## config.mk

```make
export PLATFORM = sky130hd
export DESIGN_NAME = hazard_unit
export DESIGN_NICKNAME = d
export VERILOG_FILES = /design/src/verilog/core_pkg.sv /design/src/verilog/hazard_unit.sv
export SDC_FILE = /design/constraint.sdc
export NUM_CORES = 1
export LEC_CHECK = 0
export ABC_CLOCK_PERIOD_IN_PS = 800
export BUFFER_PORTS_ARGS = -buffer_cell sky130_fd_sc_hd__buf_2
export CORE_AREA = 2 2 39 41
export DETAILED_ROUTE_END_ITERATION = 6
export DIE_AREA = 0 0 41 43
export PLACE_DENSITY = 0.76
export SYNTH_ARGS = -nofsm -noshare
export SYNTH_HDL_FRONTEND = slang
export SYNTH_SLANG_ARGS = --single-unit
```

## constraint.sdc

```tcl
create_clock -name vclk -period 0.8
set_input_delay 0.04 -clock vclk [all_inputs]
set_output_delay 0.04 -clock vclk [all_outputs]
set_load 0.005 [all_outputs]
```

## src/verilog/core_pkg.sv

```systemverilog
// core widths, opcodes, funct codes, alu and forwarding selects, instruction word views
package core_pkg;

	localparam int xlen = 64;
	localparam int ilen = 32;
	localparam int reg_addr_w = 5;

	// major opcodes of the supported subset
	localparam logic [6:0] op_reg = 7'b0110011;
	localparam logic [6:0] op_imm = 7'b0010011;
	localparam logic [6:0] op_load = 7'b0000011;
	localparam logic [6:0] op_store = 7'b0100011;

	localparam logic [2:0] f3_add_sub = 3'b000;
	localparam logic [2:0] f3_xor = 3'b100;
	localparam logic [2:0] f3_or = 3'b110;
	localparam logic [2:0] f3_and = 3'b111;
	// doubleword width for ld/sd
	localparam logic [2:0] f3_dword = 3'b011;

	localparam logic [6:0] f7_base = 7'b0000000;
	localparam logic [6:0] f7_alt = 7'b0100000;

	// five operations need a three bit code
	typedef enum logic [2:0] {
		alu_add,
		alu_sub,
		alu_and,
		alu_or,
		alu_xor
	} alu_op_t;

	// operand source in execute
	typedef enum logic [1:0] {
		fwd_reg,
		fwd_mem,
		fwd_wb
	} fwd_sel_t;

	typedef struct packed {
		logic [6:0] funct7;
		logic [4:0] rs2;
		logic [4:0] rs1;
		logic [2:0] funct3;
		logic [4:0] rd;
		logic [6:0] opcode;
	} r_view_t;

	typedef struct packed {
		logic [6:0] imm_hi;
		logic [4:0] rs2;
		logic [4:0] rs1;
		logic [2:0] funct3;
		logic [4:0] imm_lo;
		logic [6:0] opcode;
	} s_view_t;

	// r/i view carries the i immediate in funct7 and rs2
	typedef union packed {
		r_view_t r;
		s_view_t s;
	} instr_u;

endpackage

```

## src/verilog/hazard_unit.sv

```systemverilog
// load-use stall detection and forwarding source selection
`timescale 1ns/1ns

module hazard_unit import core_pkg::*; (
	input  logic [reg_addr_w-1:0] rs1_addr,
	input  logic [reg_addr_w-1:0] rs2_addr,
	input  logic                  ex_load,
	input  logic [reg_addr_w-1:0] ex_rd,
	input  logic [reg_addr_w-1:0] ex_rs1,
	input  logic [reg_addr_w-1:0] ex_rs2,
	input  logic                  mem_we,
	input  logic [reg_addr_w-1:0] mem_rd,
	input  logic                  wb_we,
	input  logic [reg_addr_w-1:0] wb_rd,
	output logic                  stall,
	output fwd_sel_t              fwd_a,
	output fwd_sel_t              fwd_b
);

	// load data only exists from writeback on, so one bubble is enough
	assign stall = ex_load && (ex_rd != '0) &&
		(ex_rd == rs1_addr || ex_rd == rs2_addr);

	// youngest producer wins
	function automatic fwd_sel_t pick_source(logic [reg_addr_w-1:0] src, logic m_we,
			logic [reg_addr_w-1:0] m_rd, logic w_we, logic [reg_addr_w-1:0] w_rd);
		if (src == '0)
			return fwd_reg;
		else if (m_we && m_rd == src)
			return fwd_mem;
		else if (w_we && w_rd == src)
			return fwd_wb;
		else
			return fwd_reg;
	endfunction

	assign fwd_a = pick_source(ex_rs1, mem_we, mem_rd, wb_we, wb_rd);
	assign fwd_b = pick_source(ex_rs2, mem_we, mem_rd, wb_we, wb_rd);

endmodule

```

==> summary.txt <==
Die
  • Placement Rows: 14
  • Die area: 1763 µm²
  • Die Y: 43 µm
  • Die X: 41 µm
  • Initial Util: 0.3074
  • IO Pins: 43
  • Core Box Area: 1384 µm²

Global route
  • Grt met3 use: 0.02618
  • Met1 Use GR: 0.1013
  • Largest net degree at the start of global routing: 4
  • Global routing usage on met2: 0.3438
  • Number of global-route vias before repair: 542
  • Total global-route track usage: 0.1469
  • Initial antenna violation count: 0
  • Busiest grt layer: met2
  • Wire length of the first global-routing pass: 1869 µm
  • Gr ovfl total: 0

Critical path
  • Max incr delay on CP: 300 ps
  • CP Max Fanout: 3
  • Startpoint types: input pin
  • CP endpoint: fwd_b[1]
  • CP max-delay cell: nor4_2
  • Worst Path Required: 760 ps
  • WS Path Type: input pin to primary output
  • Crit-path cells: buf_6 -> xor2_1 -> nor4_2 -> nand3_1 -> nor4b_2 -> buf_2
  • CP Data Arrival Time: 1030 ps
  • Element type at the critical path end: primary output
  • Critical path origin: ex_rs2[2]

STA
  • Fin crit period: 1070 ps
  • Max Fclk: 0.9348 GHz
  • Setup WS post-layout: -269.7 ps
  • Slew Viols, Final: 0
  • Slew of the pin with the lowest slew margin: 245.4 ps
  • Final hold violation count: 0
  • Slew HR: 0.8350
  • Tcrit/Tclk final: 1.337
  • Final Setup Violations: 5
  • RSZ-0062 raised after global routing: true

Finish
  • FF/Latch Area: 0 µm²
  • Fin util: 0.6166
  • Clock Buffer Count: 0
  • FFs & Latches: 0
  • Area grow syn2layout: 100.6%
  • Final #Nets: 147
  • Final std cells w/o fill: 123
  • Diodes inserted: 0
  • Layout cells sized above 1: 0.6075

Routing
  • Wire length per cell: 11.94 µm
  • First drt pass iteration count: 3
  • Starting DRT DRC Count: 2
  • Via Count: 588
  • Via/cell ratio: 4.780
  • Routed Wire Length: 1469 µm
  • Routed Antenna Nets: 0
  • Drt drc: 0

Synthesis
  • Main combinational cell family by area after synthesis: XOR/XNOR gates
  • Ys Warns: 0
  • Post-Synth Simple-Gate Area: 0.3588
  • Syn Std Cell Area: 425.4 µm²
  • Syn avg cell area: 8.027 µm²
  • Adder-cell area share of the yosys netlist: 0
  • Synth Area in XOR/XNOR: 0.6176
  • Seq/Total Area, Yosys: 0
  • Unique cell type count in the Yosys netlist: 14
  • Synth Area in Compound Gates: 0.02353
  • Syn nets: 91
  • Cell count after synthesis: 53
  • Post-synthesis mux area share: 0

Placed design
  • I/O Buffers: 43
  • Final HPWL DP: 1177 µm
  • Gpl congestion: 0.6466
  • Placed cell count: 123

Run status
  • Failing checks: negative setup slack
  • Outcome: complete, but fails checks

Hold path
  • HP Class: input pin to primary output

Clock tree
  • Post-CTS Setup Inserts: 0
  • Hold_buf cts: 0

Job
  • Max cap viols: 0

Power
  • PD cells: 489.4 nW/µm²
  • Leakage: 0.3969 nW
  • Maximum vdd drop: 234.2 µV
-- where the power goes --
part | switching (W) | total (W) | internal, W | leakage (nW)
Clock | 0 | 0 | 0 | 0
Combinational | 0.000172 | 0.000418 | 0.000245 | 0.397
Sequential | 0 | 0 | 0 | 0
-- metal layers --
metal | wire length, µm | up-vias
li1 | - | 293
met1 | 466 | 257
met2 | 792 | 38
met3 | 210 | 0
met4 | 0 | 0
met5 | 0 | -
-- through the flow --
| stage | setup TNS [ps] | cell area (µm²) | setup slack, ps | power (W) | hold slack (ps) |
|---|---|---|---|---|---|
| after detailed placement | -1358 | 743.2 | -360.7 | 0.0003562 | 402.9 |
| after floorplan | 0 | 425.4 | 35.42 | 0.0001486 | 176.1 |
| final | -1109 | 853.3 | -269.7 | 0.0004176 | 375.0 |
| after global routing | -1403 | 853.3 | -337.5 | 0.0004480 | 392.5 |
| after CTS | -1162 | 819.5 | -283.7 | 0.0003975 | 404.7 |
| after global placement | -1329 | 743.2 | -370.6 | 0.0003500 | 402.0 |
-- how the worst min path moves through the flow --
stage	start	endpoint	cells after the start
3_5_place_dp	ex_load	stall	4
2_1_floorplan	wb_we	fwd_a[1]	2
4_1_cts	ex_load	stall	4
6_report	ex_load	stall	4
3_3_place_gp	ex_load	stall	4
5_1_grt	ex_load	stall	4
-- worst max-delay path, delay by kind of cell --
family        cells  cell delay [ps]
xor+xnor          1              150
buf+inv           2              220
simple gates      3              620
-- logic make-up (layout without fill, tap and decap cells) --
logic type / after synthesis / count (layout)
XOR/XNOR: 30 / 30
AND/OR/NAND/NOR: 21 / 21
AO/OA/AOI/OAI: 2 / 2
buffers and inverters: 0 / 54
-- final cells by class --
class | count | area, µm²
Multi-Input combinational cell | 53 | 461.7
Tap cell | 16 | 20.02
Timing Repair Buffer | 54 | 371.6
Fill cell | 114 | 530.5
-- layout by cell type, fill, tap and decap left out --
| cell | instances |
|---|---|
| a21oi_1 | 1 |
| buf_2 | 33 |
| buf_4 | 9 |
| buf_6 | 11 |
| buf_8 | 1 |
| nand2_1 | 2 |
| nand3_1 | 4 |
| nand4_1 | 2 |
| nor2_1 | 2 |
| nor2_4 | 2 |
| nor3_1 | 2 |
| nor4_2 | 2 |
| nor4b_2 | 1 |
| nor4b_4 | 1 |
| o21ai_2 | 1 |
| or4_4 | 3 |
| xnor2_1 | 16 |
| xor2_1 | 13 |
| xor2_2 | 1 |
-- cells in the mapped netlist --
cell	count	area share
a21oi_1	1	0.012
nor2_1	2	0.018
o21ai_1	1	0.012
nor2_4	2	0.053
nor3_1	2	0.024
or4_4	2	0.053
nor4_1	2	0.029
xnor2_1	16	0.33
nand2_1	2	0.018
nand3_1	4	0.047
or4_1	1	0.018
xor2_1	14	0.29
nand4_1	2	0.029
nor4b_2	2	0.071
-- timing repair --
item                                    4_1_cts  5_1_grt
endpoints found under the setup margin        5        5
pin swaps                                     8        6
resized for setup                            14        6
Note: power is estimated with default switching activity, not from simulation.
