## config.mk

```make
export PLATFORM = sky130hd
export DESIGN_NAME = decode_stage
export DESIGN_NICKNAME = d
export VERILOG_FILES = /design/src/verilog/core_pkg.sv /design/src/verilog/decode_stage.sv
export SDC_FILE = /design/constraint.sdc
export NUM_CORES = 1
export LEC_CHECK = 0
export BUFFER_PORTS_ARGS = -buffer_cell sky130_fd_sc_hd__buf_2
export CELL_PAD_IN_SITES_DETAIL_PLACEMENT = 1
export CELL_PAD_IN_SITES_GLOBAL_PLACEMENT = 1
export CORE_AREA = 2 2 203 205
export DETAILED_ROUTE_END_ITERATION = 10
export DIE_AREA = 0 0 205 207
export PLACE_DENSITY = 0.44
export SLEW_MARGIN = 20
export SYNTH_ARGS = -nofsm -noshare
export SYNTH_HDL_FRONTEND = slang
export SYNTH_SLANG_ARGS = --single-unit
```

## constraint.sdc

```tcl
create_clock -name clock -period 1.6 [get_ports clock]
set_input_delay 0.24 -clock clock [delete_from_list [all_inputs] [get_ports clock]]
set_output_delay 0.24 -clock clock [all_outputs]
set_load 0.05 [all_outputs]
```

## src/verilog/core_pkg.sv

```systemverilog
// core widths, opcodes, funct codes, alu and forwarding selects, instruction word views
package core_pkg;

	localparam int xlen = 64;
	localparam int ilen = 32;
	localparam int reg_addr_w = 5;

	// major opcodes of the supported subset
	localparam logic [6:0] op_reg = 7'b0110011;
	localparam logic [6:0] op_imm = 7'b0010011;
	localparam logic [6:0] op_load = 7'b0000011;
	localparam logic [6:0] op_store = 7'b0100011;

	localparam logic [2:0] f3_add_sub = 3'b000;
	localparam logic [2:0] f3_xor = 3'b100;
	localparam logic [2:0] f3_or = 3'b110;
	localparam logic [2:0] f3_and = 3'b111;
	// doubleword width for ld/sd
	localparam logic [2:0] f3_dword = 3'b011;

	localparam logic [6:0] f7_base = 7'b0000000;
	localparam logic [6:0] f7_alt = 7'b0100000;

	// five operations need a three bit code
	typedef enum logic [2:0] {
		alu_add,
		alu_sub,
		alu_and,
		alu_or,
		alu_xor
	} alu_op_t;

	// operand source in execute
	typedef enum logic [1:0] {
		fwd_reg,
		fwd_mem,
		fwd_wb
	} fwd_sel_t;

	typedef struct packed {
		logic [6:0] funct7;
		logic [4:0] rs2;
		logic [4:0] rs1;
		logic [2:0] funct3;
		logic [4:0] rd;
		logic [6:0] opcode;
	} r_view_t;

	typedef struct packed {
		logic [6:0] imm_hi;
		logic [4:0] rs2;
		logic [4:0] rs1;
		logic [2:0] funct3;
		logic [4:0] imm_lo;
		logic [6:0] opcode;
	} s_view_t;

	// r/i view carries the i immediate in funct7 and rs2
	typedef union packed {
		r_view_t r;
		s_view_t s;
	} instr_u;

endpackage

```

## src/verilog/decode_stage.sv

```systemverilog
// instruction decode, immediate generation and id/ex pipeline register
`timescale 1ns/1ns

module decode_stage import core_pkg::*; (
	input  logic                  clock,
	input  logic                  reset,
	input  logic                  stall,
	input  instr_u                id_instr,
	input  logic [xlen-1:0]       id_pc,
	input  logic                  id_valid,
	output logic [reg_addr_w-1:0] rs1_addr,
	output logic [reg_addr_w-1:0] rs2_addr,
	input  logic [xlen-1:0]       rs1_data,
	input  logic [xlen-1:0]       rs2_data,
	output logic                  ex_valid,
	output logic                  ex_load,
	output logic                  ex_store,
	output logic                  ex_we,
	output logic [reg_addr_w-1:0] ex_rd,
	output logic [reg_addr_w-1:0] ex_rs1,
	output logic [reg_addr_w-1:0] ex_rs2,
	output alu_op_t               ex_alu_op,
	output logic                  ex_use_imm,
	output logic [xlen-1:0]       ex_imm,
	output logic [xlen-1:0]       ex_a,
	output logic [xlen-1:0]       ex_b,
	output logic [xlen-1:0]       ex_pc
);

	logic is_reg;
	logic is_imm;
	logic is_load;
	logic is_store;
	logic use_imm;
	logic dec_we;
	alu_op_t dec_alu_op;
	logic [xlen-1:0] imm_i;
	logic [xlen-1:0] imm_s;

	// anything outside the subset stays a valid no-op
	always_comb begin
		is_reg = 1'b0;
		is_imm = 1'b0;
		is_load = 1'b0;
		is_store = 1'b0;
		dec_alu_op = alu_add;
		if (id_valid) begin
			case (id_instr.r.opcode)
				op_reg: begin
					is_reg = 1'b1;
					case ({id_instr.r.funct7, id_instr.r.funct3})
						{f7_base, f3_add_sub}: dec_alu_op = alu_add;
						{f7_alt, f3_add_sub}: dec_alu_op = alu_sub;
						{f7_base, f3_xor}: dec_alu_op = alu_xor;
						{f7_base, f3_or}: dec_alu_op = alu_or;
						{f7_base, f3_and}: dec_alu_op = alu_and;
						default: is_reg = 1'b0;
					endcase
				end
				op_imm: is_imm = (id_instr.r.funct3 == f3_add_sub);
				op_load: is_load = (id_instr.r.funct3 == f3_dword);
				op_store: is_store = (id_instr.s.funct3 == f3_dword);
				default: ;
			endcase
		end
	end

	assign use_imm = is_imm | is_load | is_store;
	assign dec_we = (is_reg | is_imm | is_load) && (id_instr.r.rd != '0);

	// unused source fields read as x0 so they never stall or forward
	assign rs1_addr = (is_reg | use_imm) ? id_instr.r.rs1 : '0;
	assign rs2_addr = (is_reg | is_store) ? id_instr.r.rs2 : '0;

	assign imm_i = {{(xlen-12){id_instr.r.funct7[6]}}, id_instr.r.funct7, id_instr.r.rs2};
	assign imm_s = {{(xlen-12){id_instr.s.imm_hi[6]}}, id_instr.s.imm_hi, id_instr.s.imm_lo};

	// bubble on stall
	always_ff @(posedge clock) begin
		if (reset || stall) begin
			ex_valid <= 1'b0;
			ex_load <= 1'b0;
			ex_store <= 1'b0;
			ex_we <= 1'b0;
		end else begin
			ex_valid <= id_valid;
			ex_load <= is_load;
			ex_store <= is_store;
			ex_we <= dec_we;
		end
	end

	always_ff @(posedge clock) begin
		ex_rd <= id_instr.r.rd;
		ex_rs1 <= rs1_addr;
		ex_rs2 <= rs2_addr;
		ex_alu_op <= dec_alu_op;
		ex_use_imm <= use_imm;
		ex_imm <= is_store ? imm_s : imm_i;
		ex_a <= rs1_data;
		ex_b <= rs2_data;
		ex_pc <= id_pc;
	end

endmodule

```

==> flow_summary.toml <==
[setup_path]
cp-start-kind = "primary input"
critPathKind = "primary input to output pin"
path_cells = "buf_6 > nor4_4 > buf_4 > buf_6 > nand4_4 > or2_4 > a21boi_2 > buf_6"
crit_top_cell = "buf_6"
end_kind = "output pin"
critPathMaxStageDelay_ns = 0.33
slowest_stage = "or2_4"
worst-path-max-fanout = 6
cp.arrival_ns = 1.64
required_ns = 1.36

[global_routing]
grtUsageTotal_pct = 11.1
grt_pass1_vias = 5930
grt_max_degree = 54
grt_overflow = 0
grt_pass1_wl_um = 35400
antenna_found_initial = 1

[timing]
fin_tns_setup_ns = -2.41
post-route-min-period_ns = 1.88
relSlewSlack_pct = 68.2
finalSetupViolCount = 10
worst_pin_slew_ns = 0.475
grt_setup_unrepaired = "yes"
max_freq_mhz = 531
hold_viol_final = 0
layout_setup_ws_ns = -0.282
post-route-period-util_pct = 118
drv_slew = 0

[finish]
syn_to_final_growth_pct = 123
finalNetCount = 1292
design_area_um2 = 12000
sequential_cell_area_um2 = 4550
instances_no_fill = 1618
fillCellCount = 4586
drive_above_1_share_pct = 55.9
multi_input_area_um2 = 509

[worst_hold_path]
hp-class = "primary input to flop"
hold_depth = 3

[drt]
drc_errors = 0
detail-route-antenna-nets = 0
wl_per_cell_um = 15.3
drtPass1Iterations = 4
via_per_inst = 3.23
wirelength_um = 24700
via_count = 5234
drt_iter0_markers = 100

[power_and_ir_drop]
intPower_mw = 10.9
p_clk_share_pct = 43.1
p_sw_share_pct = 27.8
combPwrFrac_pct = 16.9
p_leak_nw = 5.77
power_density_nw_per_um2 = 1250
peakVddDrop_uv = 634
switchingPower_mw = 4.19
p_seq_share_pct = 40.0

[placement]
placed_cells = 1343
preCtsSetupSlack_ns = -0.473
dp_hpwl_um = 17500
gp_congestion = 0.757
numPortBuffers = 516
placed_area_um2 = 8360

[yosys]
synth.net_count = 561
ys_ff_latch = 227
synthFlopType = "dfxtp_1"
synth-async-reset-ratio_pct = 0
syn_area_um2 = 5370
ys_warn_count = 0
synth_edf_count = 0
synth.avg_cell_area_um2 = 16.1
ys_seq_area_share_pct = 84.6
synthCells = 333
synth_cell_types = 33

[clock_tree]
clk_pin_slew_ns = 0.06
clock_path_buffers = 3
cts_sinks = 227
cts_tree = "yes"
cts_made_buffers = 27
htreeDepth = 1
cts_root_buf = "clkbuf_16"

[run]
cap_violations = 0

[floorplan]
die_h_um = 207
core_um2 = 40400
dieArea_um2 = 42400
num_rows = 74
die_w_um = 205
start_util_pct = 13.3
io_pins = 517

[run_status]
violations = "setup timing"
status = "finished, violations left"
==> cells in the mapped netlist (2+ instances only) <==
cell	instances	area share [%]
a21boi_2	5	1.0
and3_1	6	0.70
buf_4	52	7.3
dfxtp_1	227	85
mux2_4	5	1.4
nand2_1	2	0.14
nand2b_1	3	0.35
nand3_1	2	0.19
nor2_1	4	0.28
nor3_1	3	0.28
nor4_1	2	0.23
==> final timing paths <==
kind | endpoint | start | slack [ns]
worst max-delay path | rs1_addr[3] | id_instr[26] | -0.28
worst min-delay path | ex_alu_op[0] | id_instr[12] | 0.05
==> repair_timing <==
action                     4_1_cts  5_1_grt
cloned                           0        3
setup endpoints to repair       63       63
pin swaps                       14        5
hold buffers                   216        1
buffers inserted                 3        1
gates resized for setup         86       40
hold endpoints to repair       220        1
==> final cells by class <==
| cell class | instances | share of cell area, % |
|---|---|---|
| Timing Repair Buffer | 754 | 44.3 |
| Antenna cell | 1 | 0.0209 |
| Inverter | 1 | 0.0313 |
| Clock inverter | 14 | 1.81 |
| Sequential cell | 227 | 37.9 |
| Tap cell | 532 | 5.55 |
| Multi-Input combinational cell | 53 | 4.25 |
| Clock buffer | 36 | 6.08 |
==> sequential cells by signal (all words and copies together), names as in the netlist <==
register    count
ex_rd           5
ex_use_imm      1
ex_we           1
ex_valid        1
ex_a           64
ex_b           64
ex_store        1
ex_rs1          5
ex_imm         12
ex_rs2          5
ex_load         1
ex_pc          64
ex_alu_op       3
==> kinds of logic after synthesis <==
logic type	synth area share (%)
multiplexers	1.40
AND/OR/NAND/NOR	4.87
buffers and inverters	7.34
flip-flops	84.6
AO/OA/AOI/OAI	1.79
==> worst max-delay path, delay by kind of cell <==
kind	cells	cell delay (ns)
and+or+nand+nor	3	0.65
AOI/OAI and AO/OA	1	0.19
buffers and inverters	4	0.56
==> power by group through the flow <==
stage | Clock, mW | Sequential [mW] | Combinational [mW]
floorplan | 0 | 7.15 | 0.382
global placement | 0 | 6.13 | 2.01
detailed placement | 0 | 6.13 | 2.01
CTS | 6.73 | 6.01 | 2.48
global route | 6.98 | 6.04 | 2.65
finish | 6.49 | 6.01 | 2.54
==> metal layers <==
layer | vias up | GRT usage [%] | share of wire [%]
li1 | 2490 | - | -
met1 | 2423 | 11.0 | 34
met2 | 267 | 21.2 | 55
met3 | 54 | 3.18 | 8.0
met4 | 0 | 4.32 | 3.1
met5 | - | 0 | 0
==> placed cells by master (no fill, tap or decap), types with 3 or more instances in the layout <==
cell type        n
a21boi_4         4
nor2_1           4
clkbuf_1         7
buf_2          451
nand2b_1         3
clkbuf_16       29
clkinvlp_4       5
buf_4           39
nor3_1           3
and3_4           5
buf_8            6
dlygate4sd3_1  217
bufinv_16        5
mux2_4           5
buf_6           37
dfxtp_1        226
==> stage by stage <==
| stage | util, % | hold WS, ns | power (mW) |
|---|---|---|---|
| 3_5_place_dp | 20.7 | 0.344 | 8.15 |
| 3_3_place_gp | 20.7 | 0.342 | 8.14 |
| 5_1_grt | 29.7 | 0.0381 | 15.7 |
| 6_report | 29.7 | 0.0493 | 15.0 |
| 2_1_floorplan | - | 0.268 | 7.53 |
| 4_1_cts | 29.1 | -0.218 | 15.2 |
Note: power is estimated with default switching activity, not from simulation.
