[src/verilog/core_pkg.sv]
// core widths, opcodes, funct codes, alu and forwarding selects, instruction word views
package core_pkg;

	localparam int xlen = 64;
	localparam int ilen = 32;
	localparam int reg_addr_w = 5;

	// major opcodes of the supported subset
	localparam logic [6:0] op_reg = 7'b0110011;
	localparam logic [6:0] op_imm = 7'b0010011;
	localparam logic [6:0] op_load = 7'b0000011;
	localparam logic [6:0] op_store = 7'b0100011;

	localparam logic [2:0] f3_add_sub = 3'b000;
	localparam logic [2:0] f3_xor = 3'b100;
	localparam logic [2:0] f3_or = 3'b110;
	localparam logic [2:0] f3_and = 3'b111;
	// doubleword width for ld/sd
	localparam logic [2:0] f3_dword = 3'b011;

	localparam logic [6:0] f7_base = 7'b0000000;
	localparam logic [6:0] f7_alt = 7'b0100000;

	// five operations need a three bit code
	typedef enum logic [2:0] {
		alu_add,
		alu_sub,
		alu_and,
		alu_or,
		alu_xor
	} alu_op_t;

	// operand source in execute
	typedef enum logic [1:0] {
		fwd_reg,
		fwd_mem,
		fwd_wb
	} fwd_sel_t;

	typedef struct packed {
		logic [6:0] funct7;
		logic [4:0] rs2;
		logic [4:0] rs1;
		logic [2:0] funct3;
		logic [4:0] rd;
		logic [6:0] opcode;
	} r_view_t;

	typedef struct packed {
		logic [6:0] imm_hi;
		logic [4:0] rs2;
		logic [4:0] rs1;
		logic [2:0] funct3;
		logic [4:0] imm_lo;
		logic [6:0] opcode;
	} s_view_t;

	// r/i view carries the i immediate in funct7 and rs2
	typedef union packed {
		r_view_t r;
		s_view_t s;
	} instr_u;

endpackage

[src/verilog/fetch_stage.sv]
// program counter and if/id pipeline register
`timescale 1ns/1ns

module fetch_stage import core_pkg::*; #(
	parameter logic [xlen-1:0] reset_pc = 64'h0000_0000_8000_0000
) (
	input  logic            clock,
	input  logic            reset,
	input  logic            stall,
	output logic [xlen-1:0] inst_addr,
	input  logic [ilen-1:0] inst_data,
	output instr_u          id_instr,
	output logic [xlen-1:0] id_pc,
	output logic            id_valid
);

	logic [xlen-1:0] pc;

	assign inst_addr = pc;

	always_ff @(posedge clock) begin
		if (reset) begin
			pc <= reset_pc;
			id_valid <= 1'b0;
		end else if (!stall) begin
			pc <= pc + xlen'(4);
			id_valid <= 1'b1;
		end
	end

	// held along with the pc while decode waits on a load
	always_ff @(posedge clock) begin
		if (!stall) begin
			id_instr <= inst_data;
			id_pc <= pc;
		end
	end

endmodule

[config.mk]
export PLATFORM = sky130hd
export DESIGN_NAME = fetch_stage
export DESIGN_NICKNAME = d
export VERILOG_FILES = /design/src/verilog/core_pkg.sv /design/src/verilog/fetch_stage.sv
export SDC_FILE = /design/constraint.sdc
export NUM_CORES = 1
export LEC_CHECK = 0
export ABC_AREA = 1
export BUFFER_PORTS_ARGS = -buffer_cell sky130_fd_sc_hd__buf_2
export CAP_MARGIN = 10
export CORE_ASPECT_RATIO = 0.5
export CORE_UTILIZATION = 55
export DETAILED_ROUTE_END_ITERATION = 8
export GPL_TIMING_DRIVEN = 1
export HOLD_SLACK_MARGIN = 0.08
export PLACE_DENSITY = 0.94
export SLEW_MARGIN = 10
export SYNTH_ARGS = -nofsm -noshare
export SYNTH_HDL_FRONTEND = slang
export SYNTH_SLANG_ARGS = --single-unit
[constraint.sdc]
create_clock -name clock -period 5.3 [get_ports clock]
set_clock_uncertainty 0.15 [all_clocks]
set_input_delay 0.53 -clock clock [delete_from_list [all_inputs] [get_ports clock]]
set_output_delay 0.53 -clock clock [all_outputs]
set_load 0.02 [all_outputs]
==> impl_metrics.yaml, run 1 <==
clock_network:
  cts_tree: "done"
  clockBufferDepth: 2
  post-cts-setup-buffers: 0
  clk_latency_ns: 0.41
  cts_hold_buf: 0
  cts-root-buf: "clkbuf_16"
  clkSlewWorstSetupHoldPaths_ns: 0.06
  ctsResizeCount: 0
  cts_buffers: 17
  cts_htree_levels: 4
  clock_sinks: 157
worst_setup_path:
  cp.arrival_ns: 2.34
  crit_fanout: 6
  crit_path_end_kind: "flop"
  cp-start-kind: "flop"
  crit_chain: "nand2_1 -> nor2_1 -> nand3_1 -> nor3_1 -> nand3_1 -> nand2_1 -> nor2_1"
  worstSetupPathType: "reg2reg"
  cp_slowest_stage_delay_ns: 0.53
  crit_family: "simple AND/OR/NAND/NOR gates"
  required_ns: 5.46
  r2r_cells: 7
  slowest_stage: "nor3_1"
  critPathBufInv: 0
  crit_cells: 7
place:
  place_area_um2: 7560
  dp_slack_ns: 2.81
  gp_congestion: 0.910
  hpwl_um: 12300
  numPortBuffers: 191
timing:
  fin_crit_ns: 2.18
  final.setup.worst_slack_ns: 3.12
  fin_setup_tns_ns: 0
  post-route-period-util_pct: 41.2
  rsz0062_at_grt: "no"
  tightest_slew_ns: 0.731
  max_freq_mhz: 458
  setup_violations: 0
  slew_viol_final: 0
  slew_headroom_pct: 51.3
  finalHoldViolCount: 0
detailed_routing:
  top_layer_used: "met4"
  wirelength_met1_um: 7310
  ant_nets: 0
  vias_per_cell: 5.34
  drt-initial-drc-count: 602
  drc: 0
  wl_met2_um: 7800
  post_drt_wl_per_cell_um: 16.4
  drt_wl_total_um: 17000
  met3_length_um: 1680
  num_vias: 5548
  dr.pass1.iters: 6
power:
  power.total_w: 0.00268
  internal_power_w: 0.00208
  power-per-cell-area_nw_per_um2: 329
  p_clk_share_pct: 45.0
  seqPwrFrac_pct: 50.0
  pwr-share-comb_pct: 5.0
  p_sw_w: 0.000601
  switching_share_pct: 22.4
  p_leak_nw: 3.38
  vdd_drop_max_uv: 197
finish:
  final_common_cell: "buf_2"
  final_area_um2: 8150
  num_antenna_cells: 0
  final_cell_mix: "buf_2 (191), nand2_1 (132), nor2_1 (123)"
  nets: 903
  fillers: 820
  final_core_util_pct: 72.9
  drive_gt1_share_pct: 29.8
  areaGrowthSynthToFinish_pct: 26.4
floorplan:
  dieArea_um2: 12200
  die_h_um: 78.5
  io_pins: 196
  rows: 27
  core_um2: 11200
  die_w_um: 155
  initial_core_util_pct: 57.6
global_routing:
  grt_max_degree: 60
  grt_pass1_vias: 5047
  grt_pass1_wl_um: 25700
  antenna_found_initial: 0
  gr-total-overflow: 0
  gr-usage-all-layers_pct: 28.0
yosys:
  netlist.area_leader.share_pct: 43.8
  synth_area_leaders: "edfxtp_1 (44%), dfxtp_1 (20%), nand2_1 (7.7%), nor2_1 (7.2%), inv_1 (3.4%)"
  avgSynthCellArea_um2: 9.71
  yosys.area.top_type: "edfxtp_1"
  ys_types: 32
  yosysWarnings: 0
  ys_seq_area_share_pct: 63.4
  ys_ff_latch: 157
  synthesis.area_um2: 6440
  synthCells: 664
run:
  cap_violations: 0
outcome:
  status: "complete, no violations"
worst_hold_path:
  whs_path_depth: 1
  hold_path.class: "in2reg"
[path summary, 6_finish.rpt]
kind / from / end / slack, ns
worst max register to register: inst_addr[38] / inst_addr[63] / 3.12
worst min-delay path: inst_data[13] / id_instr[13] / 0.14
worst max-delay path: inst_addr[38] / inst_addr[63] / 3.12
worst min register to register: id_valid / id_valid / 0.36
[area by class of cell]
cell class                 instances  area, um^2  share of cell area, %
sequential                       157        4080                   50.1
multi-input combinational        438        2080                   25.6
tap                              159         199                   2.44
inverter                          60         228                   2.79
timing repair buffer             193         971                   11.9
clock buffer                      20         447                   5.48
clock inverter                    12         138                   1.69
[cell usage after synthesis]
library cell and instances:
o21ai_1 4, a31oi_1 3, nor3_4 1, nor3_1 11
nor2_4 9, o21a_1 4, o31ai_1 1, xor2_1 6
nor2_1 123, nand3_1 41, nand2_1 132, nor2_2 9
xnor2_1 1, inv_2 2, buf_1 3, ha_1 1
and3_1 1, conb_1 1, dfxtp_1 63, nand3_2 6
and2_1 4, buf_2 3, buf_4 4, nand4_1 12
inv_1 58, nor3_2 4, o21ai_0 21, nand2_4 1
clkbuf_1 2, nand2_2 7, a21oi_1 32, edfxtp_1 94
[per-stage QoR]
stage | std cells | hold WS [ns]
after CTS | 1039 | 0.123
after floorplan | 667 | 0.405
after detailed placement | 1007 | 0.343
after global placement | 1007 | 0.301
after global routing | 1039 | 0.115
final | 1039 | 0.135
[flip-flops by register name, indices dropped and copies added (netlist names)]
register and flops:
id_pc 62, id_instr 32, inst_addr 62, id_valid 1
[layer usage]
metal  global-route usage (%)  vias up
met5                        0        -
met4                     9.50        0
met3                     7.07       30
met2                     43.7      323
met1                     38.4     2575
li1                         -     2620
[worst reg2reg max path, delay by kind of cell, from the launching register on]
family | cells | cell delay (ns)
DFF | 1 | 0.44
and+or+nand+nor | 7 | 1.49
[logic make-up (layout without fill, tap and decap cells)]
logic type,after synthesis,in the layout,synth area share [%]
AO/OA/AOI/OAI,65,65,5.30
buffers and inverters,72,285,4.48
adder cells (fa/ha/maj),1,1,0.194
AND/OR/NAND/NOR,361,361,25.6
other,1,4,0.0582
XOR/XNOR,7,7,0.951
flip-flops,157,157,63.4
[power by group through the flow]
stage	Combinational (W)	Clock [W]	Sequential, W
6_report	0.000134	0.00120	0.00134
5_1_grt	0.000143	0.00127	0.00134
4_1_cts	0.000135	0.00121	0.00134
3_5_place_dp	0.000135	0	0.00137
3_3_place_gp	0.000131	0	0.00137
2_1_floorplan	0.0000317	0	0.00142
(Power assumes the default switching activity.)
==> inputs of run 2 (changes only) <==
- CORE_UTILIZATION: 55 -> 46
- PLACE_DENSITY: 0.94 -> 0.85
- clock period: 5.3 -> 2 ns (I/O delays scaled with it)
==> run 2 against run 1 <==
Against the previous run:
- maximum frequency rose by 15%
- critical path depth rose by 3
- via count rose by 4.3%
- combinational power rose to 3.2 times the previous value
- setup slack got worse by 3.0 ns
- flip-flop and latch count did not move
- die area rose by 19%
- first-iteration DRC count fell by 7.5%
- total power rose to 2.7 times the previous value
- global-route usage fell by 3.0 points
- sequential power rose to 2.6 times the previous value
- wire length rose by 6.6%
- critical endpoint is now inst_addr[39]
==> impl_metrics.yaml, run 2 (synthesized netlist as in run 1, its figures left out) <==
floorplan:
  dieArea_um2: 14500
  die_w_um: 169
  core_um2: 13600
  io_pins: 196
  die_h_um: 85.7
  rows: 30
  initial_core_util_pct: 47.3
finish:
  final_core_util_pct: 64.6
  drive_gt1_share_pct: 33.0
  fillers: 1072
  regArea_um2: 4090
  num_antenna_cells: 0
  final_common_cell: "buf_2"
  instances_no_fill: 1132
  multi_input_area_um2: 2140
  final_cell_mix: "buf_2 (191), nand2_1 (132), nor2_1 (113)"
  final_area_um2: 8810
  nets: 964
  areaGrowthSynthToFinish_pct: 36.7
detailed_routing:
  drt-initial-drc-count: 557
  dr.pass1.iters: 5
  vias_per_cell: 5.11
  post_drt_wl_per_cell_um: 16.0
  drt_wl_total_um: 18100
  drc: 0
  num_vias: 5788
  ant_nets: 0
power:
  p_leak_nw: 3.69
  switching_share_pct: 23.4
  p_clk_share_pct: 45.0
  pwr-share-comb_pct: 5.9
  power-per-cell-area_nw_per_um2: 820
  internal_power_w: 0.00554
  seqPwrFrac_pct: 49.1
  power.total_w: 0.00722
  p_sw_w: 0.00169
  vdd_drop_max_uv: 437
timing:
  slew_headroom_pct: 65.8
  setup_violations: 0
  fin_crit_ns: 1.90
  max_freq_mhz: 526
  slew_viol_final: 0
  fin_setup_tns_ns: 0
  post-route-period-util_pct: 95.1
  finalHoldViolCount: 0
  tightest_slew_ns: 0.513
worst_setup_path:
  worstSetupPathType: "reg2reg"
  cp_slowest_stage_delay_ns: 0.45
  required_ns: 2.16
  cp-start-kind: "flop"
  crit_fanout: 6
  crit_chain: "nand2_1 -> nor2_4 -> buf_4 -> inv_1 -> nor2_1 -> nand3_1 -> nor2_1 -> nand3_1 -> nand2_1 -> nor2_1"
  crit_path_end_kind: "flop"
  slowest_stage: "dfxtp_1"
  path_common_cell: "nor2_1"
  cp.arrival_ns: 2.06
global_routing:
  antenna_found_initial: 0
  grt_max_degree: 45
  gr-total-overflow: 0
  grt_pass1_vias: 5286
  grt_pass1_wl_um: 27600
  gr-usage-all-layers_pct: 25.0
place:
  gp_congestion: 0.927
  numPortBuffers: 191
  placed_cells: 1062
  place_area_um2: 7780
  hpwl_um: 13000
clock_network:
  clkSlewWorstSetupHoldPaths_ns: 0.07
  clockBufferDepth: 2
  cts_htree_levels: 4
  cts-root-buf: "clkbuf_16"
  clock_sinks: 157
  cts_tree: "done"
  clk_latency_ns: 0.42
  cts_buffers: 17
outcome:
  status: "complete, no violations"
worst_hold_path:
  hold_path.class: "in2reg"
run:
  cap_violations: 0
[run 2: changes by cell type in the layout (fill, tap and decap cells not counted), sizes merged]
cell	before	now
buf	193	220
clkbuf	20	17
clkinvlp	4	1
dlygate4sd3	0	34
inv	63	68
[run 2: repair_timing]
item / in CTS / in global routing
setup buffers: 0 / 5
endpoints found under the hold margin: 36 / 0
endpoints found under the setup margin: 1 / 25
hold buffers: 34 / 0
pin swaps: 0 / 1
gates resized for setup: 1 / 23
[run 2: cell type report]
cell class	count	share of cell area [%]
inverter	60	2.59
sequential	157	46.5
tap	192	2.73
clock inverter	14	1.79
clock buffer	17	4.83
timing repair buffer	254	17.3
multi-input combinational	438	24.3
[run 2: power by group through the flow]
stage	sequential [W]	clock, W	combinational (W)
final	0.00355	0.00325	0.000424
after floorplan	0.00375	0	0.0000847
after global routing	0.00356	0.00340	0.000451
after CTS	0.00355	0.00327	0.000421
after global placement	0.00361	0	0.000361
after detailed placement	0.00362	0	0.000368
[run 2: worst paths after layout]
check                     start       endpoint  slack [ns]  depth (start not counted)
setup / recovery  inst_addr[38]  inst_addr[39]         0.1                         10
hold / removal    inst_data[14]   id_instr[14]        0.33                          2
setup reg to reg  inst_addr[38]  inst_addr[39]         0.1                         10
hold reg to reg    inst_addr[2]       id_pc[2]        0.33                          0
[run 2: worst max-delay path: cells and delay by family (launching register included)]
family	cells	cell delay, ns
and+or+nand+nor	8	0.98
DFF	1	0.45
buffers and inverters	2	0.19
[run 2: metrics by stage]
stage	setup WS (ns)	hold slack (ns)
detailed placement	0.0285	0.228
finish	0.0987	0.330
global placement	0.0803	0.227
global route	-0.0443	0.322
floorplan	0.0982	0.149
CTS	0.0341	0.319
[run 2: layer usage]
metal	routed length, um	part of all wire, %	vias to the layer above	track usage (%)
li1	-	-	2739	-
met1	8010	44	2713	34.4
met2	8130	45	300	39.0
met3	1670	9.2	36	6.18
met4	331	1.8	0	8.44
met5	0	0	-	0
