## src/verilog/core_pkg.sv

```systemverilog
// core widths, opcodes, funct codes, alu and forwarding selects, instruction word views
package core_pkg;

	localparam int xlen = 64;
	localparam int ilen = 32;
	localparam int reg_addr_w = 5;

	// major opcodes of the supported subset
	localparam logic [6:0] op_reg = 7'b0110011;
	localparam logic [6:0] op_imm = 7'b0010011;
	localparam logic [6:0] op_load = 7'b0000011;
	localparam logic [6:0] op_store = 7'b0100011;

	localparam logic [2:0] f3_add_sub = 3'b000;
	localparam logic [2:0] f3_xor = 3'b100;
	localparam logic [2:0] f3_or = 3'b110;
	localparam logic [2:0] f3_and = 3'b111;
	// doubleword width for ld/sd
	localparam logic [2:0] f3_dword = 3'b011;

	localparam logic [6:0] f7_base = 7'b0000000;
	localparam logic [6:0] f7_alt = 7'b0100000;

	// five operations need a three bit code
	typedef enum logic [2:0] {
		alu_add,
		alu_sub,
		alu_and,
		alu_or,
		alu_xor
	} alu_op_t;

	// operand source in execute
	typedef enum logic [1:0] {
		fwd_reg,
		fwd_mem,
		fwd_wb
	} fwd_sel_t;

	typedef struct packed {
		logic [6:0] funct7;
		logic [4:0] rs2;
		logic [4:0] rs1;
		logic [2:0] funct3;
		logic [4:0] rd;
		logic [6:0] opcode;
	} r_view_t;

	typedef struct packed {
		logic [6:0] imm_hi;
		logic [4:0] rs2;
		logic [4:0] rs1;
		logic [2:0] funct3;
		logic [4:0] imm_lo;
		logic [6:0] opcode;
	} s_view_t;

	// r/i view carries the i immediate in funct7 and rs2
	typedef union packed {
		r_view_t r;
		s_view_t s;
	} instr_u;

endpackage

```

## src/verilog/execute_stage.sv

```systemverilog
// forwarding muxes, alu and ex/mem pipeline register
`timescale 1ns/1ns

module execute_stage import core_pkg::*; (
	input  logic                  clock,
	input  logic                  reset,
	input  logic                  ex_valid,
	input  logic                  ex_load,
	input  logic                  ex_store,
	input  logic                  ex_we,
	input  logic [reg_addr_w-1:0] ex_rd,
	input  alu_op_t               ex_alu_op,
	input  logic                  ex_use_imm,
	input  logic [xlen-1:0]       ex_imm,
	input  logic [xlen-1:0]       ex_a,
	input  logic [xlen-1:0]       ex_b,
	input  logic [xlen-1:0]       ex_pc,
	input  fwd_sel_t              fwd_a,
	input  fwd_sel_t              fwd_b,
	input  logic [xlen-1:0]       wb_data,
	output logic                  mem_valid,
	output logic                  mem_load,
	output logic                  mem_store,
	output logic                  mem_we,
	output logic [reg_addr_w-1:0] mem_rd,
	output logic [xlen-1:0]       mem_result,
	output logic [xlen-1:0]       mem_store_data,
	output logic [xlen-1:0]       mem_pc
);

	logic [xlen-1:0] src_a;
	logic [xlen-1:0] src_b;
	logic [xlen-1:0] operand_b;
	logic [xlen-1:0] alu_result;

	function automatic logic [xlen-1:0] forward(fwd_sel_t sel, logic [xlen-1:0] rf_value,
			logic [xlen-1:0] mem_value, logic [xlen-1:0] wb_value);
		case (sel)
			fwd_mem: return mem_value;
			fwd_wb: return wb_value;
			default: return rf_value;
		endcase
	endfunction

	assign src_a = forward(fwd_a, ex_a, mem_result, wb_data);
	assign src_b = forward(fwd_b, ex_b, mem_result, wb_data);
	assign operand_b = ex_use_imm ? ex_imm : src_b;

	// loads and stores come through here as add, giving the address
	always_comb begin
		case (ex_alu_op)
			alu_sub: alu_result = src_a - operand_b;
			alu_and: alu_result = src_a & operand_b;
			alu_or: alu_result = src_a | operand_b;
			alu_xor: alu_result = src_a ^ operand_b;
			default: alu_result = src_a + operand_b;
		endcase
	end

	always_ff @(posedge clock) begin
		if (reset) begin
			mem_valid <= 1'b0;
			mem_load <= 1'b0;
			mem_store <= 1'b0;
			mem_we <= 1'b0;
		end else begin
			mem_valid <= ex_valid;
			mem_load <= ex_load;
			mem_store <= ex_store;
			mem_we <= ex_we;
		end
	end

	always_ff @(posedge clock) begin
		mem_rd <= ex_rd;
		mem_result <= alu_result;
		mem_store_data <= src_b;
		mem_pc <= ex_pc;
	end

endmodule

```

## config.mk

```make
export PLATFORM = sky130hd
export DESIGN_NAME = execute_stage
export DESIGN_NICKNAME = d
export VERILOG_FILES = /design/src/verilog/core_pkg.sv /design/src/verilog/execute_stage.sv
export SDC_FILE = /design/constraint.sdc
export NUM_CORES = 1
export LEC_CHECK = 0
export ABC_AREA = 1
export BUFFER_PORTS_ARGS = -buffer_cell sky130_fd_sc_hd__clkbuf_2
export CORE_AREA = 10 10 281 148
export CTS_BUF_LIST = sky130_fd_sc_hd__clkbuf_4 sky130_fd_sc_hd__clkbuf_8
export DETAILED_ROUTE_END_ITERATION = 7
export DIE_AREA = 0 0 291 158
export PLACE_DENSITY = 0.88
export SLEW_MARGIN = 20
export SYNTH_ARGS = -nofsm -noshare
export SYNTH_HDL_FRONTEND = slang
export SYNTH_SLANG_ARGS = --single-unit
```

## constraint.sdc

```tcl
create_clock -name clock -period 3.8 [get_ports clock]
set_clock_uncertainty 0.2 [all_clocks]
set_input_delay 0 -clock clock [delete_from_list [all_inputs] [get_ports clock]]
set_output_delay 0 -clock clock [all_outputs]
set_load 0.1 [all_outputs]
```

==> results of run 1 <==
## routing by layer
| layer | overflow | global-route usage (%) |
|---|---|---|
| met1 | 2102 | 105 |
| met2 | 1417 | 106 |
| met3 | 1303 | 104 |
| met4 | 557 | 90.6 |
| met5 | 143 | 96.2 |
## kinds of logic after synthesis
family,count (synthesis),synth area share [%]
and+or+nand+nor,1373,32.4
AOI/OAI and AO/OA,460,16.8
buffers and inverters,408,9.29
adders and majority gates,211,14.9
xor gates and xnor gates,81,3.98
DFF,201,22.6
## what timing repair did
action / CTS
hold buffers: 333
setup endpoints to repair: 51
resized for setup: 408
hold endpoints to repair: 193
pin swaps: 125
setup buffers: 162
gates cloned: 0
## through the flow
stage | cell area (sq um) | utilization [%] | TNS (ps) | setup slack, ps
after floorplan | 17900 | - | 0 | 4.51
after global placement | 25500 | 69.4 | -25750 | -825
after detailed placement | 25500 | 69.4 | -37960 | -1060
after CTS | 32400 | 88.1 | -9780 | -309
## Yosys cell counts, types with 24 or more instances
| master | n | area share [%] |
|---|---|---|
| a221oi_1 | 37 | 1.8 |
| a221o_1 | 64 | 3.6 |
| clkbuf_1 | 60 | 1.3 |
| o2111ai_1 | 24 | 1.2 |
| xor2_1 | 71 | 3.5 |
| nand2_2 | 25 | 0.88 |
| dfxtp_1 | 201 | 23 |
| nand2_1 | 842 | 18 |
| ha_1 | 210 | 15 |
| o21ai_0 | 176 | 4.9 |
| inv_1 | 298 | 6.3 |
| nor2_1 | 233 | 4.9 |
| or2_2 | 44 | 1.5 |
| a21oi_1 | 102 | 2.9 |
| nor3_1 | 26 | 0.73 |
| nand3_1 | 132 | 3.7 |
==> summary.txt, run 1 <==
Yosys
  – Syn avg cell area: ~6.5 sq um
  – Gate Count Post-Synth: 2,734
  – Synth Register Bits: about 200
  – Synth warn: 0
  – Share of synthesized registers carrying an async set or reset: 0%
  – Sequential cell area fraction in the yosys report: between 20% and 30%
  – Post-synth cell types: 57
  – Prevailing post-synth register cell: dfxtp_1
  – Cell Area, Synth: between 0.015 and 0.02 sq mm
  – Syn Nets: roughly 3,300
  – Post-synth EDFFs: 0

Global route
  – Global-route wire length before repair: about 350 mm
  – Vias in the first global route: roughly 45,000
  – Global-route usage over all layers: 103%
  – Grt ovf: 5,522
  – Pin count of the biggest net entering global routing: 64

CTS
  – CTS Buf Count: 34
  – Sink Count: between 200 and 250
  – Clk buf depth: 3
  – Clock root cell: clkbuf_8
  – H-tree lvl count: 2

Placed design
  – Port Buf Inserts: 539
  – RePlAce Congestion: approximately 1.4
  – Post-DP HPWL: ~99 mm
  – Inst Count DP: approximately 4,300

Floorplan
  – Die W: a little under 300 um
  – Die height: around 160 um
  – I/O Pins: 540
  – Initial Util: 48.4%
  – FP Rows: 50

Run status
  – Last stage reached: global routing
  – Status: stopped before the end
  – Stop err: [ERROR GRT-0116] Global routing finished with congestion. Check the congestion regions in the DRC Viewer.
==> run 2, diff against run 1 <==
--- a/config.mk
+++ b/config.mk
@@ -7,11 +7,10 @@
 export LEC_CHECK = 0
 export ABC_AREA = 1
 export BUFFER_PORTS_ARGS = -buffer_cell sky130_fd_sc_hd__clkbuf_2
-export CORE_AREA = 10 10 281 148
-export CTS_BUF_LIST = sky130_fd_sc_hd__clkbuf_4 sky130_fd_sc_hd__clkbuf_8
+export CORE_AREA = 10 10 225 227
 export DETAILED_ROUTE_END_ITERATION = 7
-export DIE_AREA = 0 0 291 158
-export PLACE_DENSITY = 0.88
+export DIE_AREA = 0 0 235 237
+export PLACE_DENSITY_LB_ADDON = 0.15
 export SLEW_MARGIN = 20
 export SYNTH_ARGS = -nofsm -noshare
 export SYNTH_HDL_FRONTEND = slang
==> constraint.sdc (replaced) <==
create_clock -name clock -period 4.9 [get_ports clock]
set_clock_uncertainty 0.2 [all_clocks]
set_input_delay 0 -clock clock [delete_from_list [all_inputs] [get_ports clock]]
set_output_delay 0 -clock clock [all_outputs]
set_load 0.1 [all_outputs]
==> run 2 against run 1 <==
  * The flow now finishes without violations
  * Area after synthesis unchanged
  * Synthesized cell count unchanged
==> summary.txt, run 2 <==
Finish
  – Ratio of cells with drive above 1 in the final layout: approximately a quarter
  – Largest registers: mem_pc (64), mem_result (64), mem_store_data (64)
  – Area growth syn-to-layout: 54.1%
  – Commonest non-fill, non-tap cell in the layout: nand2_1
  – Final instance area: between 0.02 and 0.03 sq mm
  – Commonest non-fill, non-tap cells in the layout: nand2_1, clkbuf_2, dlygate4sd3_1
  – Post-route core utilization: 59.4%
  – # nets final: 4,345

STA
  – Period utilization: a little over nine tenths
  – Fmax: approximately 210 MHz
  – Count of final hold-check violations: 0
  – Max-slew headroom: roughly 38%
  – RSZ-0062 raised after global routing: yes
  – Finish-stage setup viols: 0
  – Fin crit period: between 4000 and 5000 ps
  – Final Slew Violations: 0
  – Worst Tran Pin Value: approximately 900 ps

Yosys
  – Syn Nets: approximately 3,300
  – Syn avg cell area: between 6 and 7 sq um
  – Post-synth cell types: 57
  – Post-synth top area cell: dfxtp_1
  – Share of synthesized registers carrying an async set or reset: 0%
  – Sequential cell area fraction in the yosys report: a little under a quarter
  – Synth area leaders: dfxtp_1, nand2_1, ha_1
  – Cell Area, Synth: between 0.015 and 0.02 sq mm
  – Most common cell in the netlist: nand2_1
  – Synth Register Bits: 201
  – Prevailing post-synth register cell: dfxtp_1
  – Synth warn: 0
  – Post-synth EDFFs: 0
  – Gate Count Post-Synth: around 2,700
  – Post-synth top area share: a little under a quarter
  – Commonest cells post-synth: nand2_1, inv_1, nor2_1, ha_1, dfxtp_1

Min path
  – HP Class: in -> reg

Setup path
  – Critical path arrival: 5060 ps
  – CP top delay family: simple AND/OR/NAND/NOR gates
  – CP dominant cell by count: nand2_1
  – Critical path's largest stage delay: 590 ps
  – WS Path Type: reg -> reg
  – Startpoint types: flip-flop
  – Worst Setup End Kind: flip-flop
  – Buf/Inv on CP: 6
  – Req. time, crit path: around 5000 ps
  – Slowest cell on the critical path: dlygate4sd3_1
  – Worst-path fanout max: 4

CTS
  – CTS clock-pin slew for the worst setup and hold paths: around 70 ps
  – Clk_lat worst skew: approximately 560 ps
  – CTS tree: built
  – Clk buf depth: 3
  – Clock root cell: clkbuf_16
  – H-tree lvl count: 1
  – CTS Buf Count: 26
  – Sink Count: about 200

Floorplan
  – CORE AREA: 0.0462 sq mm
  – I/O Pins: 540
  – Die height: between 200 and 250 um
  – Die W: 235 um
  – FP Rows: 79
  – Initial Util: between 30% and 40%
  – Die area: ~0.056 sq mm

Detailed routing
  – WL final: roughly 120 mm
  – Drt pass-1 iters: 6
  – First DRT Iteration DRCs: ~3,100
  – Post-route ant nets: 0
  – DRC viols: 0
  – Via count: ~25,000
  – Post-detailed-route wirelength per cell: ~26 um
  – Post-DR vias/cell: approximately 5.6

Placed design
  – Placed cell areas: between 0.02 and 0.025 sq mm
  – Post-DP HPWL: between 90 and 100 mm
  – Port Buf Inserts: 539
  – RePlAce Congestion: 1.05

Global route
  – Global-route usage over all layers: about two fifths
  – Grt ovf: 0
  – Vias in the first global route: around 24,000
  – Initial antenna violation count: 17
  – Pin count of the biggest net entering global routing: 65
  – Global-route wire length before repair: between 150 and 200 mm

Power and ir drop
  – Max VDD drop: about 0.00045 V
  – Pwr dens: between 400 and 500 mW/mm^2
  – Pleak: 14.5 nW

Run status
  – Status: finished, final reports clean

Flow run
  – Max Cap Violations: 0
run 2: logic make-up (layout without fill, tap and decap cells):
logic type	Yosys count	after routing	synth area share, %
and+or+nand+nor	1373	1373	32.4
buffers and inverters	408	1488	9.29
adders and majority gates	211	211	14.9
AOI/OAI and AO/OA	460	460	16.8
xor gates and xnor gates	81	81	3.98
other	0	16	0
DFF	201	201	22.6
run 2: routing by layer:
metal  global-route usage [%]  vias to the layer above  wire length, um
met2                     56.9                     1648            48100
li1                         -                    11100                -
met3                     10.1                      269            13700
met5                        0                        -                8
met1                     52.6                    11800            48200
met4                     18.3                        2             5910
run 2: repair_timing:
| action | CTS | global route |
|---|---|---|
| resized for setup | 1 | 57 |
| buffers inserted | 0 | 7 |
| pin swaps | 0 | 10 |
| hold endpoints to repair | 191 | 0 |
| setup endpoints to repair | 2 | 37 |
| hold buffers | 386 | 0 |
run 2: final timing paths:
path / start / end / slack, ps / cells after the start
hold reg to reg: mem_result[24] / mem_result[24] / 870 / 7
setup reg to reg: mem_result[9] / mem_result[23] / 100 / 25
hold / removal: wb_data[49] / mem_result[49] / 20 / 7
setup / recovery: mem_result[9] / mem_result[23] / 100 / 25
run 2: worst reg2reg max path: cells and delay by family, from the launching register on:
family,cells,cell delay [ps]
DFF,1,370
adders and majority gates,1,320
buffers and inverters,6,1170
and+or+nand+nor,11,1470
AOI/OAI and AO/OA,6,1090
xor gates and xnor gates,1,80
run 2: per-stage QoR:
stage | setup TNS, ps | hold slack (ps) | cells | total power [mW] | setup slack [ps]
final | 0 | 16.2 | 4437 | 12.0 | 96.7
after global routing | -62.2 | 44.7 | 4437 | 12.4 | -62.2
after CTS | 0 | 0.878 | 4414 | 11.6 | 9.77
after detailed placement | -1420 | -95.9 | 3981 | 9.28 | -272
after global placement | -2100 | -96.1 | 3981 | 9.27 | -241
after floorplan | 0 | -172 | 2734 | 6.89 | 762
run 2: report_power, final:
| part | internal [mW] | switching [mW] |
|---|---|---|
| Clock | 1.12 | 0.874 |
| Sequential | 1.98 | 0.386 |
| Combinational | 2.06 | 5.54 |
run 2: final cells by class:
cell class / instances / area [sq um]
Tap cell: 607 / 759
Timing Repair Buffer: 1133 / 8220
Antenna cell: 16 / 40.0
Clock buffer: 31 / 689
Inverter: 308 / 1160
Sequential cell: 201 / 4030
Multi-Input combinational cell: 2125 / 12400
Fill cell: 4234 / 18700
Clock inverter: 16 / 166
Power figures use the tool's default switching activity.
==> run 3, diff against run 2 <==
--- a/config.mk
+++ b/config.mk
@@ -5,11 +5,12 @@
 export SDC_FILE = /design/constraint.sdc
 export NUM_CORES = 1
 export LEC_CHECK = 0
-export ABC_AREA = 1
+export ABC_AREA = 0
 export BUFFER_PORTS_ARGS = -buffer_cell sky130_fd_sc_hd__clkbuf_2
-export CORE_AREA = 10 10 225 227
+export CAP_MARGIN = 10
+export CORE_AREA = 10 10 218 220
 export DETAILED_ROUTE_END_ITERATION = 7
-export DIE_AREA = 0 0 235 237
+export DIE_AREA = 0 0 228 230
 export PLACE_DENSITY_LB_ADDON = 0.15
 export SLEW_MARGIN = 20
 export SYNTH_ARGS = -nofsm -noshare
==> run 3 against run 2 <==
  * The run now ends with setup timing left
  * Flip-flop and latch count stayed put
  * Cell area is 8.2% higher
  * Hold slack worse by 3.6 ps
  * Largest cell class unchanged
==> summary.txt, run 3 <==
Run status
  – Status: finished, violations left
  – Failing checks: setup timing

Detailed routing
  – Post-route ant nets: 0
  – First DRT Iteration DRCs: between 1,500 and 2,000
  – DRC viols: 0
  – Post-detailed-route wirelength per cell: around 22 um
  – Drt pass-1 iters: 5
  – Post-DR vias/cell: approximately 5.3
  – WL final: around 90 mm
  – Via count: roughly 22,000

Yosys
  – Syn avg cell area: 7.66 sq um
  – Share of synthesized registers carrying an async set or reset: 0%
  – Sequential cell area fraction in the yosys report: between 20% and 30%
  – Post-synth cell types: 76
  – Most common cell in the netlist: nand2_1
  – Commonest cells post-synth: nand2_1, ha_1, dfxtp_1, inv_1, o21ai_0
  – Cell Area, Synth: about 0.017 sq mm
  – Synth Register Bits: between 200 and 250
  – Synth area leaders: dfxtp_1, ha_1, nand2_1
  – Gate Count Post-Synth: 2,166
  – Prevailing post-synth register cell: dfxtp_1
  – Post-synth EDFFs: 0
  – Post-synth top area cell: dfxtp_1
  – Syn Nets: roughly 2,700
  – Synth warn: 0
  – Post-synth top area share: between 20 and 25%

Floorplan
  – FP Rows: 76
  – CORE AREA: approximately 0.043 sq mm
  – I/O Pins: 540
  – Die W: 228 um
  – Initial Util: 38.7%
  – Die area: between 0.05 and 0.06 sq mm
  – Die height: roughly 230 um

Setup path
  – Slowest cell on the critical path: or4_4
  – Worst-path fanout max: 4
  – Req. time, crit path: ~5100 ps
  – CP dominant cell by count: buf_6
  – Critical path, cell by cell: a221oi_2 -> nor2_2 -> a21boi_2 -> buf_4 -> inv_2 -> nor4_4 -> nand4b_4 -> or4_4 -> or3_4 -> or2_4 -> nand2_4 -> xnor2_4 -> ha_4 -> and2_4 -> a221oi_4 -> nor4b_2 -> o211ai_1 -> nand2_2 -> a211oi_4 -> buf_6 -> buf_6 -> xor2_1 -> o221ai_1
  – Worst Setup End Kind: flip-flop
  – CP top delay family: simple AND/OR/NAND/NOR gates
  – WS Path Type: reg -> reg
  – Startpoint types: flip-flop
  – Critical path's largest stage delay: roughly 500 ps
  – Buf/Inv on CP: 4
  – Critical path arrival: 5530 ps

STA
  – Fin crit period: 5300 ps
  – Final Slew Violations: 0
  – Worst Tran Pin Value: approximately 1000 ps
  – Setup_tns: -5670 ps
  – Period utilization: 108%
  – Max-slew headroom: a little under a third
  – Count of final hold-check violations: 0
  – Fmax: ~190 MHz
  – Final hold slack: roughly 13 ps
  – RSZ-0062 raised after global routing: yes
  – Finish-stage setup viols: 22
  – Final WS setup: -396 ps

Finish
  – Commonest non-fill, non-tap cells in the layout: clkbuf_2, buf_4, dlygate4sd3_1
  – Final instance area: ~0.03 sq mm
  – Commonest non-fill, non-tap cell in the layout: clkbuf_2
  – Multi-input gate area: 0.0126 sq mm
  – # fillers: 3,445
  – Area growth syn-to-layout: 78.9%
  – Ratio of cells with drive above 1 in the final layout: between 30% and 40%
  – # nets final: 4,050
  – Sequential Area: a little over 0.004 sq mm
  – Finished Layout Cells: approximately 4,100
  – Largest registers: mem_pc (64), mem_result (64), mem_store_data (64)

Min path
  – HP Class: in -> reg

Placed design
  – Post-DP HPWL: 65.0 mm
  – RePlAce Congestion: about 0.98
  – Port Buf Inserts: roughly 540
  – Inst Count DP: around 3,600
  – Placed cell areas: about 0.023 sq mm

CTS
  – Clk_lat worst skew: 570 ps
  – Clock root cell: clkbuf_16
  – CTS tree: built
  – CTS Buf Count: 25
  – Sink Count: ~200
  – H-tree lvl count: 1
  – Clk buf depth: 3
  – CTS clock-pin slew for the worst setup and hold paths: 70 ps

Global route
  – Global-route usage over all layers: 31.9%
  – Grt ovf: 0
  – Vias in the first global route: between 20,000 and 25,000
  – Met1 Use GR: ~37%
  – Met2 usage: 57.1%
  – GR peak layer: met2
  – Met3 usage: under 10%
  – Global-route wire length before repair: between 100 and 150 mm
  – Pin count of the biggest net entering global routing: 57
  – Initial antenna violation count: 11

Power and ir drop
  – Switching power: roughly 6.3 mW
  – Combinational share of power: ~64%
  – P_int: 6.10 mW
  – Sw frac: roughly half
  – Max VDD drop: slightly below 0.0006 V
  – Pwr dens: 417 mW/mm^2
  – Power share of the sequential group: a little under a fifth
  – Pleak: 14.5 nW
  – Part of the power in the clock network: approximately 17%

Flow run
  – Max Cap Violations: 0
## run 3: changes by cell type after synthesis, sizes merged, moves of 52 or more
cell / before / now
a21oi: 104 / 156
a22oi: 0 / 99
inv: 308 / 200
nand2: 870 / 253
nand3: 134 / 18
nor2: 248 / 130
or2: 61 / 9
xnor2: 10 / 91
## run 3: path summary, 6_finish.rpt
path | start | endpoint | slack (ps) | depth (start not counted)
hold / removal | ex_a[54] | mem_result[54] | 10 | 6
hold reg to reg | mem_result[39] | mem_result[39] | 890 | 6
setup / recovery | mem_result[0] | mem_result[55] | -400 | 23
setup reg to reg | mem_result[0] | mem_result[55] | -400 | 23
## run 3: metal layers
layer	wire, um	vias up
met2	44500	885
met4	4130	0
met1	35600	10500
met3	5400	207
met5	0	-
li1	-	10400
## run 3: worst min-delay path, stage by stage
cell	delay, ps
clkbuf_2	80
nand2_1	50
o21ai_0	210
ha_1	190
mux2i_1	60
o221ai_1	160
## run 3: cell families (layout without fill, tap and decap cells)
logic type | Yosys count | count (layout) | synth area share [%]
mux | 34 | 34 | 2.06
xor+xnor | 119 | 119 | 6.28
flops | 201 | 201 | 24.3
buf+inv | 326 | 1679 | 7.69
other cells | 0 | 11 | 0
compound gates | 709 | 709 | 27.9
simple gates | 566 | 566 | 15.9
fa+ha+maj | 211 | 211 | 16.0
## run 3: timing repair
item | in CTS | in global routing
pin swaps | 51 | 103
setup endpoints to repair | 28 | 38
endpoints found under the hold margin | 200 | 0
resized for setup | 89 | 146
buffers inserted | 12 | 29
hold buffers | 396 | 0
## run 3: layout make-up
type / count / share of cell area [%]
antenna: 11 / 0.0927
clock buffer: 33 / 2.55
clock inverter: 13 / 0.653
inverter: 200 / 2.53
multi-input combinational: 1639 / 42.3
sequential: 201 / 13.8
tap: 585 / 2.47
timing repair buffer: 1433 / 35.6
## run 3: power groups by stage
stage,Sequential [mW],Clock [mW],Combinational [mW]
after CTS,2.28,2.17,7.56
final,2.31,2.15,7.94
after floorplan,4.76,0,2.15
after detailed placement,2.31,0,6.94
after global routing,2.33,2.23,8.37
after global placement,2.31,0,6.89
## run 3: per-stage QoR
step	setup WS (ps)	utilization [%]	total power [mW]
floorplan	-206	-	6.90
global placement	-986	54.4	9.20
detailed placement	-1030	54.4	9.24
CTS	-404	67.1	12.0
global route	-605	69.2	12.9
finish	-396	69.2	12.4
